==> src/hw/isaPkg.sv <==
// ISA definitions for the 16-bit single-cycle processor
//   word and register index types
//   opcode enum taken from instruction bits 15..11
//   register field positions
package isaPkg;

   parameter int wordBits   = 16;
   parameter int regIdxBits = 3;

   typedef logic [wordBits-1:0]   wordT;
   typedef logic [regIdxBits-1:0] regIdxT;

   // Opcode field sits at the top of the word
   parameter int opLsb = 11;

   // Register fields
   //   R-type   op | rd | rs | rt | xx
   //   ADDI/LD  op | rd | rs | imm5
   //   ST       op | rt | rs | imm5   (store data in the rd slot)
   //   LI       op | rd | imm8
   //   BEQZ/NEZ op | rs | imm8        (tested reg in the rd slot)
   //   J        op | imm11
   parameter int rdLsb = 8;
   parameter int rsLsb = 5;
   parameter int rtLsb = 2;

   typedef enum logic [4:0] {
      opHalt = 5'h00,  // Zeroed memory stops the core
      opNop  = 5'h01,
      opAdd  = 5'h02,
      opSub  = 5'h03,
      opAnd  = 5'h04,
      opXor  = 5'h05,
      opSeq  = 5'h06,
      opSlt  = 5'h07,
      opAddi = 5'h08,
      opLi   = 5'h09,
      opLd   = 5'h0a,
      opSt   = 5'h0b,
      opBeqz = 5'h0c,
      opBnez = 5'h0d,
      opJ    = 5'h0e
      // 5'h0f..5'h1f are illegal
   } opcodeE;

endpackage

==> src/hw/ctrlPkg.sv <==
// Datapath control definitions
//   ALU operation and source select enums
//   control bundle from decode
//   per-cycle retire record
package ctrlPkg;

   typedef enum logic [2:0] {
      aluAdd,
      aluSub,
      aluAnd,
      aluXor,
      aluPassB  // LI
   } aluOpE;

   typedef enum logic [1:0] {
      srcRt,
      srcImm5,
      srcImm8
   } srcBE;

   typedef enum logic [1:0] {
      wbAlu,
      wbMem,
      wbSet
   } wbSrcE;

   typedef struct packed {
      aluOpE aluOp;
      srcBE  srcB;
      wbSrcE wbSrc;
      logic  regWrite;
      logic  memWrite;
      logic  branchZero;
      logic  branchNonZero;
      logic  jump;
      logic  setEq;
      logic  setLt;
      logic  halt;
      logic  illegal;   // Undefined opcode, all writes off
   } ctrlT;

   typedef struct packed {
      logic           valid;
      isaPkg::wordT   pc;
      logic           regWrite;
      isaPkg::regIdxT rd;
      isaPkg::wordT   wdata;
      logic           memWrite;
      isaPkg::wordT   memAddr;
      isaPkg::wordT   memData;
   } retireT;

endpackage

==> src/hw/execution.sv <==
// Execute stage
//   ALU with operand B select
//   SEQ / SLT condition results
//   branch and jump targets, next-PC select
`timescale 1ns/1ps

module execution (
   input  ctrlPkg::ctrlT ctrl,
   input  isaPkg::wordT  rsData,
   input  isaPkg::wordT  rtData,
   input  isaPkg::wordT  imm,
   input  isaPkg::wordT  pc,
   input  isaPkg::wordT  pcPlusTwo,
   output isaPkg::wordT  aluOut,
   output isaPkg::wordT  setOut,
   output isaPkg::wordT  pcNext
);
   import isaPkg::*;
   import ctrlPkg::*;

   wordT opB;
   wordT target;
   logic condSet;
   logic taken;

   always_comb begin
      case (ctrl.srcB)
         srcImm5, srcImm8: opB = imm;  // Already extended in decode
         default:          opB = rtData;
      endcase
   end

   always_comb begin
      case (ctrl.aluOp)
         aluSub:   aluOut = rsData - opB;
         aluAnd:   aluOut = rsData & opB;
         aluXor:   aluOut = rsData ^ opB;
         aluPassB: aluOut = opB;
         default:  aluOut = rsData + opB;
      endcase
   end

   // Signed compare for SLT
   always_comb begin
      condSet = 1'b0;
      if (ctrl.setEq)
         condSet = (rsData == rtData);
      else if (ctrl.setLt)
         condSet = ($signed(rsData) < $signed(rtData));
   end

   assign setOut = {{(wordBits-1){1'b0}}, condSet};

   assign taken = (ctrl.branchZero    && rsData == '0) ||
                  (ctrl.branchNonZero && rsData != '0);

   // Offsets count words
   assign target = pcPlusTwo + {imm[wordBits-2:0], 1'b0};

   always_comb begin
      if (ctrl.halt || ctrl.illegal)
         pcNext = pc;  // Hold on stop
      else if (ctrl.jump || taken)
         pcNext = target;
      else
         pcNext = pcPlusTwo;
   end

endmodule

==> config.mk <==
export PLATFORM = sky130hd
export DESIGN_NAME = execution
export DESIGN_NICKNAME = d
export VERILOG_FILES = /design/src/hw/isaPkg.sv /design/src/hw/ctrlPkg.sv /design/src/hw/execution.sv
export SDC_FILE = /design/constraint.sdc
export NUM_CORES = 1
export LEC_CHECK = 0
export BUFFER_PORTS_ARGS = -buffer_cell sky130_fd_sc_hd__buf_2
export CAP_MARGIN = 25
export CORE_ASPECT_RATIO = 1.5
export CORE_MARGIN = 3
export CORE_UTILIZATION = 52
export DETAILED_ROUTE_END_ITERATION = 10
export PLACE_DENSITY = 0.85
export SETUP_SLACK_MARGIN = 0.5
export SYNTH_ARGS = -nofsm -noshare
export SYNTH_HDL_FRONTEND = slang
export SYNTH_SLANG_ARGS = --single-unit
==> constraint.sdc <==
create_clock -name vclk -period 7.7
set_clock_uncertainty 0.2 [all_clocks]
set_input_delay 1.155 -clock vclk [all_inputs]
set_output_delay 1.155 -clock vclk [all_outputs]
set_load 0.03 [all_outputs]
==> metrics.cfg <==
[yosys]
synth_top_cell_by_area = ha_1
synth_mux_area_frac = 0.1175
synth_top_family_by_area = compound AO/OA/AOI/OAI gates
ys_top_cells_by_area = ha_1 22%, mux2i_1 9.8%, xnor2_1 7.3%, a21oi_1 7.2%, nor2_1 5.7%
synth_top_area_frac = 0.2235
synth-xor-area-share = 0.1038
synth-adder-area-share = 0.2350
ys_types = 58
yosys.area_share.simple = 0.1831
syn_area_per_cell_um2 = 7.112
synth_compound_area_frac = 0.2596
ys_warn_count = 0
synth_area_um2 = 3471
synth-seq-area-share = 0
netlist_instances = 488

[finish]
seq_cell_count = 0
multiInputGateArea_um2 = 3179
antenna_cells = 0
syn_to_final_growth_pct = 18.13
final_nets = 763
regArea_um2 = 0
fin_cells = 675
final_area_um2 = 4100
drive_above_1_share = 0.2446
fillCellCount = 575
n_clock_buffer = 0
final_util = 0.6502

[global_routing]
grt_first_pass_wirelength_um = 16700
grt_pass1_vias = 3778
grt_usage = 0.2590
grt-ovfl-total = 0
antenna_found_initial = 0
grt_max_degree = 32

[setup_path]
crit_arrival_ns = 5.11
worstPathMaxFanout = 28
crit_required_ns = 6.34
crit_path_start = ctrl[12]
end_kind = output pin
crit_buf_inv = 3
critical_path.cell_chain = buf_2 > xnor2_4 > buf_4 > mux2i_1 > nand2_1 > nor3_2 > a21oi_1 > xnor2_1 > ha_1 > a2111o_1 > o21ai_0 > a21oi_1 > o31ai_1 > nor2_1 > a311oi_1 > xnor2_1 > o21ai_0 > buf_2
startpoint_type = input pin
critical_path_class = input pin to output pin
cp_top_family = compound AO/OA/AOI/OAI gates
cpPeakStageDelay_ns = 0.45
crit_slowest_cell = a2111o_1

[floorplan]
dieArea_um2 = 7711
ios = 144
die_w_um = 72.71
core_area_um2 = 6306
num_rows = 35
initial_core_util = 0.5504
die-height_um = 106.1

[placed_design]
hpwlAfterDp_um = 8824
placedCellCount = 674
dpl_cell_area_um2 = 4085
gp_congestion = 0.9359
portBuffers = 125

[timing]
clock.fmax_mhz = 154.7
max-slew-margin-rel = 0.4957
setup-violations-final = 0
holdWs_ns = 2.487
rsz0062_at_grt = no
worst_pin_slew_ns = 0.7549
period_minus_slack_ns = 6.463
finalSetupTns_ns = 0
period_share = 0.8394
hold_viol = 0
drv_slew = 0

[worst_hold_path]
hp-start = pc[0]
hold_path_class = input pin to output pin

[detailed_routing]
wl_per_cell_um = 15.08
drt_iter0_drc = 115
first_pass_iters = 4
routed_via_density = 5.819
antenna_left = 0
wl_um = 10180
drc = 0
vias = 3928

[power]
ir_drop_v = 0.00005269
powerDensity_nw_per_um2 = 116.0
p_leak_nw = 2.186

[cts]
ctsResizeCount = 0
cts_setup_buffers = 0
cts_hold_buf = 0

[outcome]
status = finished clean

[flow_run]
drv_cap = 0

[cells in the mapped netlist (3+ instances only)]
| cell | number |
|---|---|
| a211oi_1 | 6 |
| a21o_1 | 11 |
| a21oi_1 | 50 |
| a221oi_1 | 6 |
| a31oi_1 | 4 |
| and2_1 | 4 |
| buf_2 | 4 |
| buf_4 | 16 |
| clkbuf_1 | 9 |
| ha_1 | 62 |
| inv_1 | 43 |
| mux2_2 | 6 |
| mux2i_1 | 34 |
| nand2_1 | 22 |
| nand2b_1 | 4 |
| nand4_1 | 9 |
| nor2_1 | 53 |
| nor2b_1 | 9 |
| nor3_1 | 10 |
| nor4_1 | 5 |
| o21a_1 | 8 |
| o21ai_0 | 25 |
| o21bai_1 | 3 |
| o221ai_1 | 3 |
| o22ai_1 | 3 |
| or3_1 | 4 |
| xnor2_1 | 29 |
| xor2_1 | 9 |
[routing by layer]
metal	track usage	share of wire	up-vias
li1	-	-	1979
met1	0.2896	0.38	1771
met2	0.4916	0.52	150
met3	0.02649	0.066	28
met4	0.08311	0.031	0
met5	0	0	-
[where the power goes]
group | switching, mW | internal (mW)
clock | 0 | 0
combinational | 0.288 | 0.187
sequential | 0 | 0
[worst paths after layout]
check	end	cells after the start
worst max-delay path	aluOut[15]	18
worst min-delay path	pcNext[0]	3
[placed cells by master (no fill, tap or decap), drive strengths merged, types with 15 or more instances in the layout]
master,count
buf,129
ha,62
nor2,53
a21oi,52
inv,43
mux2i,34
xnor2,30
o21ai,26
nand2,22
conb,15
[per-stage QoR]
| stage | power [mW] | setup slack [ns] |
|---|---|---|
| 2_1_floorplan | 0.3577 | 1.600 |
| 3_3_place_gp | 0.4585 | 1.317 |
| 3_5_place_dp | 0.4708 | 1.308 |
| 4_1_cts | 0.4730 | 1.312 |
| 5_1_grt | 0.5246 | 0.9387 |
| 6_report | 0.4755 | 1.237 |
[worst min-delay path, delay by kind of cell]
kind	cells	cell delay, ns
buffers and inverters	2	0.25
multiplexers	1	0.12
[final cells by class]
class,instances,area share
inverter,43,0.03937
multi-input combinational,429,0.7754
tap,74,0.02258
timing repair buffer,129,0.1626
[logic make-up after synthesis]
family                     count (synthesis)
AOI/OAI and AO/OA                        140
and+or+nand+nor                          131
buffers and inverters                     73
adders and majority gates                 64
muxes                                     40
xor gates and xnor gates                  39
other                                      1
Power figures use the tool's default switching activity.
