`src/hw/isaPkg.sv`:
```
// ISA definitions for the 16-bit single-cycle processor
//   word and register index types
//   opcode enum taken from instruction bits 15..11
//   register field positions
package isaPkg;

   parameter int wordBits   = 16;
   parameter int regIdxBits = 3;

   typedef logic [wordBits-1:0]   wordT;
   typedef logic [regIdxBits-1:0] regIdxT;

   // Opcode field sits at the top of the word
   parameter int opLsb = 11;

   // Register fields
   //   R-type   op | rd | rs | rt | xx
   //   ADDI/LD  op | rd | rs | imm5
   //   ST       op | rt | rs | imm5   (store data in the rd slot)
   //   LI       op | rd | imm8
   //   BEQZ/NEZ op | rs | imm8        (tested reg in the rd slot)
   //   J        op | imm11
   parameter int rdLsb = 8;
   parameter int rsLsb = 5;
   parameter int rtLsb = 2;

   typedef enum logic [4:0] {
      opHalt = 5'h00,  // Zeroed memory stops the core
      opNop  = 5'h01,
      opAdd  = 5'h02,
      opSub  = 5'h03,
      opAnd  = 5'h04,
      opXor  = 5'h05,
      opSeq  = 5'h06,
      opSlt  = 5'h07,
      opAddi = 5'h08,
      opLi   = 5'h09,
      opLd   = 5'h0a,
      opSt   = 5'h0b,
      opBeqz = 5'h0c,
      opBnez = 5'h0d,
      opJ    = 5'h0e
      // 5'h0f..5'h1f are illegal
   } opcodeE;

endpackage

```
`src/hw/ctrlPkg.sv`:
```
// Datapath control definitions
//   ALU operation and source select enums
//   control bundle from decode
//   per-cycle retire record
package ctrlPkg;

   typedef enum logic [2:0] {
      aluAdd,
      aluSub,
      aluAnd,
      aluXor,
      aluPassB  // LI
   } aluOpE;

   typedef enum logic [1:0] {
      srcRt,
      srcImm5,
      srcImm8
   } srcBE;

   typedef enum logic [1:0] {
      wbAlu,
      wbMem,
      wbSet
   } wbSrcE;

   typedef struct packed {
      aluOpE aluOp;
      srcBE  srcB;
      wbSrcE wbSrc;
      logic  regWrite;
      logic  memWrite;
      logic  branchZero;
      logic  branchNonZero;
      logic  jump;
      logic  setEq;
      logic  setLt;
      logic  halt;
      logic  illegal;   // Undefined opcode, all writes off
   } ctrlT;

   typedef struct packed {
      logic           valid;
      isaPkg::wordT   pc;
      logic           regWrite;
      isaPkg::regIdxT rd;
      isaPkg::wordT   wdata;
      logic           memWrite;
      isaPkg::wordT   memAddr;
      isaPkg::wordT   memData;
   } retireT;

endpackage

```
`src/hw/decode.sv`:
```
// Decode stage
//   opcode to control bundle, illegal opcode flag
//   eight-entry register file, cleared on reset
//   immediate select and sign extension
`timescale 1ns/1ps

module decode (
   input  logic           clk,
   input  logic           arstN,
   input  isaPkg::wordT   instr,
   input  isaPkg::wordT   wdata,
   input  logic           halted,
   output ctrlPkg::ctrlT  ctrl,
   output isaPkg::wordT   rsData,
   output isaPkg::wordT   rtData,
   output isaPkg::wordT   imm,
   output isaPkg::regIdxT rd
);
   import isaPkg::*;
   import ctrlPkg::*;

   opcodeE opcode;
   regIdxT rsAddr, rtAddr;
   wordT   regs [2**regIdxBits];
   wordT   imm5Ext, imm8Ext, imm11Ext;

   assign opcode = opcodeE'(instr[wordBits-1:opLsb]);
   assign rd     = instr[rdLsb +: regIdxBits];

   // Branches test the register in the rd slot, ST stores it
   always_comb begin
      rsAddr = instr[rsLsb +: regIdxBits];
      rtAddr = instr[rtLsb +: regIdxBits];
      if (opcode == opBeqz || opcode == opBnez)
         rsAddr = rd;
      if (opcode == opSt)
         rtAddr = rd;
   end

   always_comb begin
      ctrl       = '0;
      ctrl.aluOp = aluAdd;
      ctrl.srcB  = srcRt;
      ctrl.wbSrc = wbAlu;
      case (opcode)
         opAdd: ctrl.regWrite = 1'b1;
         opSub: begin
            ctrl.aluOp    = aluSub;
            ctrl.regWrite = 1'b1;
         end
         opAnd: begin
            ctrl.aluOp    = aluAnd;
            ctrl.regWrite = 1'b1;
         end
         opXor: begin
            ctrl.aluOp    = aluXor;
            ctrl.regWrite = 1'b1;
         end
         opSeq: begin
            ctrl.setEq    = 1'b1;
            ctrl.wbSrc    = wbSet;
            ctrl.regWrite = 1'b1;
         end
         opSlt: begin
            ctrl.setLt    = 1'b1;
            ctrl.wbSrc    = wbSet;
            ctrl.regWrite = 1'b1;
         end
         opAddi: begin
            ctrl.srcB     = srcImm5;
            ctrl.regWrite = 1'b1;
         end
         opLi: begin
            ctrl.aluOp    = aluPassB;
            ctrl.srcB     = srcImm8;
            ctrl.regWrite = 1'b1;
         end
         opLd: begin
            ctrl.srcB     = srcImm5;  // Address is rs + imm5
            ctrl.wbSrc    = wbMem;
            ctrl.regWrite = 1'b1;
         end
         opSt: begin
            ctrl.srcB     = srcImm5;
            ctrl.memWrite = 1'b1;
         end
         opBeqz: ctrl.branchZero    = 1'b1;
         opBnez: ctrl.branchNonZero = 1'b1;
         opJ:    ctrl.jump          = 1'b1;
         opHalt: ctrl.halt          = 1'b1;
         opNop:  ;
         default: ctrl.illegal = 1'b1;
      endcase
   end

   assign imm5Ext  = {{(wordBits-5){instr[4]}}, instr[4:0]};
   assign imm8Ext  = {{(wordBits-8){instr[7]}}, instr[7:0]};
   assign imm11Ext = {{(wordBits-11){instr[10]}}, instr[10:0]};

   always_comb begin
      case (opcode)
         opLi, opBeqz, opBnez: imm = imm8Ext;
         opJ:                  imm = imm11Ext;
         default:              imm = imm5Ext;
      endcase
   end

   // Register file, r0 is an ordinary register
   always_ff @(posedge clk or negedge arstN) begin
      if (!arstN) begin
         for (int i = 0; i < 2**regIdxBits; i++)
            regs[i] <= '0;
      end else if (ctrl.regWrite && !halted) begin
         regs[rd] <= wdata;
      end
   end

   assign rsData = regs[rsAddr];
   assign rtData = regs[rtAddr];

endmodule

```
`config.mk`:
```
export PLATFORM = sky130hd
export DESIGN_NAME = decode
export DESIGN_NICKNAME = d
export VERILOG_FILES = /design/src/hw/isaPkg.sv /design/src/hw/ctrlPkg.sv /design/src/hw/decode.sv
export SDC_FILE = /design/constraint.sdc
export NUM_CORES = 1
export LEC_CHECK = 0
export BUFFER_PORTS_ARGS = -buffer_cell sky130_fd_sc_hd__buf_2
export CAP_MARGIN = 0
export CELL_PAD_IN_SITES_DETAIL_PLACEMENT = 2
export CELL_PAD_IN_SITES_GLOBAL_PLACEMENT = 2
export CORE_MARGIN = 4
export CORE_UTILIZATION = 40
export DETAILED_ROUTE_END_ITERATION = 8
export MAX_ROUTING_LAYER = met4
export PLACE_DENSITY = 0.8
export SKIP_LAST_GASP = 1
export SYNTH_ARGS = -nofsm -noshare
export SYNTH_HDL_FRONTEND = slang
export SYNTH_SLANG_ARGS = --single-unit
```
`constraint.sdc`:
```
create_clock -name clk -period 4.2 [get_ports clk]
set_input_delay 0.84 -clock clk [delete_from_list [all_inputs] [get_ports clk]]
set_output_delay 0.84 -clock clk [all_outputs]
set_load 0.02 [all_outputs]
```
==> results.md <==
* Max-cap violations at 0
* Ys async rst share at 1.00
* Half-perimeter wire length after placement at 17900 um
* Die Area at 22600 sq um
* Remaining DRCs at 0
* Num CTS Buffers at 17
* Initial DRC count at 480
* Die Span Y at 150 um
* Core area at 19700 sq um
* Antenna violations before repair at 0
* Longest Clk Path Bufs at 2
* WL/cell at 29.2 um
* FF-to-FF End: regs[9]$_DFFE_PN0P_
* Critical Path RT at 3.36 ns
* Seq cells post-synth at 128
* Count of cell types in the netlist at 52
* Relative slew slack at 0.469
* Final wirelength at 29600 um
* Port bufs at 97
* Fin util at 0.479
* Ratio of cells with drive above 1 in the final layout at 0.472
* Via density at 6.35
* Total vias in the final route at 6437
* Place WS at 0.272 ns
* Global Route Usage Sum at 0.278
* Largest net degree at the start of global routing at 70
* Top cells by count, synth: dfrtp_1, mux2_2, and3_1
* Worst Tran Pin Value at 0.797 ns
* CP Launch Type: primary input
* # rows at 51
* Starting Density at 0.411
* Post-route insts no fill at 1013
* Detail Route Antenna Nets at 0
* Worst vdd ir at 0.000257 V
* Cell accounting for the most synthesized area: dfrtp_1
* H-Tree Depth at 4
* Clock slew at the register clock pins of the worst setup and hold paths at 0.06 ns
* Top-count cell post-synth: dfrtp_1
* Max reg flops at 128
* Final min period at 4.06 ns
* Synth Flop Type: dfrtp_1
* CTS root buf: clkbuf_16
* EDFF count, synth at 0
* Setup crit end kind: output port
* Most flops, register: regs
* I/O Pins at 102
* Hold Crit Class: in -> async
* Mapped Cells at 666
* Seq/Total Area, Yosys at 0.395
* Die Wd at 150 um
* PostCTS Resize Cnt at 0
* Area delta synth->final at 16.5%
* Synthesized Nets at 701
* Net count, final at 771
* Crit path max fanout at 13
* Hold Fails Final Rpt at 0
* Final setup fails at 0
* Post-synth top area share at 0.395
* Status: completed
* Top post-synthesis cells by area: dfrtp_1, mux2_2, mux4_2
* First-pass GRT wire length at 45500 um
* Post-Syn Area per Cell at 12.2 sq um
* Hold_ws at 0.495 ns
* Max-slew violations at 0
* Largest regs: regs x128
* Arr. time, crit path at 3.22 ns
* # diodes at 0
* Clock Latency Late Sink at 0.43 ns
* DP Cell Count at 982
* Reg-to-reg startpoint: regs[9]$_DFFE_PN0P_
* Reg2reg path depth at 1
* Setup ws final at 0.142 ns
* Kind of critical path: in -> out
* Post-CTS Setup Bufs at 0
* Unrepaired setup endpoints after global routing: false
* Tcrit/Tclk final at 0.966
* CTS tree: built
* Pwr/cell area at 485 nW/um^2
* DRT Pass-1 Iters at 4
* R2r setup slk at 3.34 ns
* Mapped Area at 8110 sq um
* Sink Count at 128
* FMAX at 246 MHz
* RePlAce Congestion at 0.839
* Vias in the first global route at 7429
* Total gr overflow at 0
* Worst Skew at 0 ns
* Setup_tns at 0 ns
* Leak pwr at 4.31 nW
* Ys Warns at 0
* Cts hold-fix bufs at 0
## cell usage in the layout, fill, tap and decap left out, drive strengths merged, types with 3 or more instances in the layout
| master | count |
|---|---|
| nor3 | 21 |
| mux4 | 32 |
| and2 | 3 |
| inv | 5 |
| dfrtp | 128 |
| bufinv | 3 |
| o21ai | 8 |
| a21o | 6 |
| buf | 127 |
| a211oi | 17 |
| nor2b | 16 |
| a2111oi | 16 |
| mux2i | 4 |
| nand3 | 6 |
| o21bai | 15 |
| a21boi | 32 |
| nor2 | 9 |
| clkbuf | 23 |
| mux2 | 144 |
| nand2 | 14 |
| and3 | 49 |
| a221oi | 16 |
| o32ai | 30 |
## report_power, final
part / internal, mW / switching, mW / total [mW]
Clock: 0.995 / 0.580 / 1.58
Combinational: 0.638 / 0.567 / 1.20
Sequential: 1.52 / 0.279 / 1.80
## layer usage
metal,part of all wire,track usage,up-vias
li1,-,-,2730
met1,0.40,0.315,3397
met2,0.51,0.474,243
met3,0.060,0.0617,67
met4,0.031,0.117,0
met5,0,-,-
## kinds of logic after synthesis
| group | Yosys count | share of synthesized area |
|---|---|---|
| AND/OR/NAND/NOR | 129 | 0.0993 |
| flip-flops | 128 | 0.395 |
| AO/OA/AOI/OAI | 148 | 0.145 |
| XOR/XNOR | 1 | 0.00108 |
| multiplexers | 180 | 0.304 |
| buffers and inverters | 80 | 0.0554 |
## per-stage QoR
step	area [sq um]	total power, mW
6_report	9450	4.58
5_1_grt	9450	4.78
4_1_cts	9440	4.60
3_3_place_gp	8830	2.88
2_1_floorplan	8110	2.56
3_5_place_dp	8830	2.98
## worst max-delay path, stage by stage
cell and delay [ns]:
buf_2 0.23, and3_1 0.39, nand3_1 0.33, buf_4 0.29, and3_1 0.17, a2111oi_0 0.55, a211oi_1 0.17, buf_2 0.23
## layout make-up
cell class | instances | area, sq um
Sequential cell | 128 | 3200
Inverter | 4 | 15.0
Clock buffer | 23 | 488
Tap cell | 265 | 332
Fill cell | 1950 | 10300
Multi-Input combinational cell | 458 | 4490
Clock inverter | 8 | 128
Timing Repair Buffer | 127 | 788
## how the worst max path moves through the flow
| stage | startpoint | to | slack, ns | cells after the start |
|---|---|---|---|---|
| 2_1_floorplan | instr[15] | rsData[14] | 0.58 | 7 |
| 4_1_cts | instr[13] | rtData[4] | 0.14 | 8 |
| 3_5_place_dp | instr[12] | rsData[15] | 0.27 | 8 |
| 6_report | instr[14] | rtData[4] | 0.14 | 8 |
| 3_3_place_gp | instr[12] | rsData[5] | 0.33 | 8 |
| 5_1_grt | instr[15] | rtData[13] | 0.01 | 9 |
No activity file was read; power rests on OpenSTA's default activity.
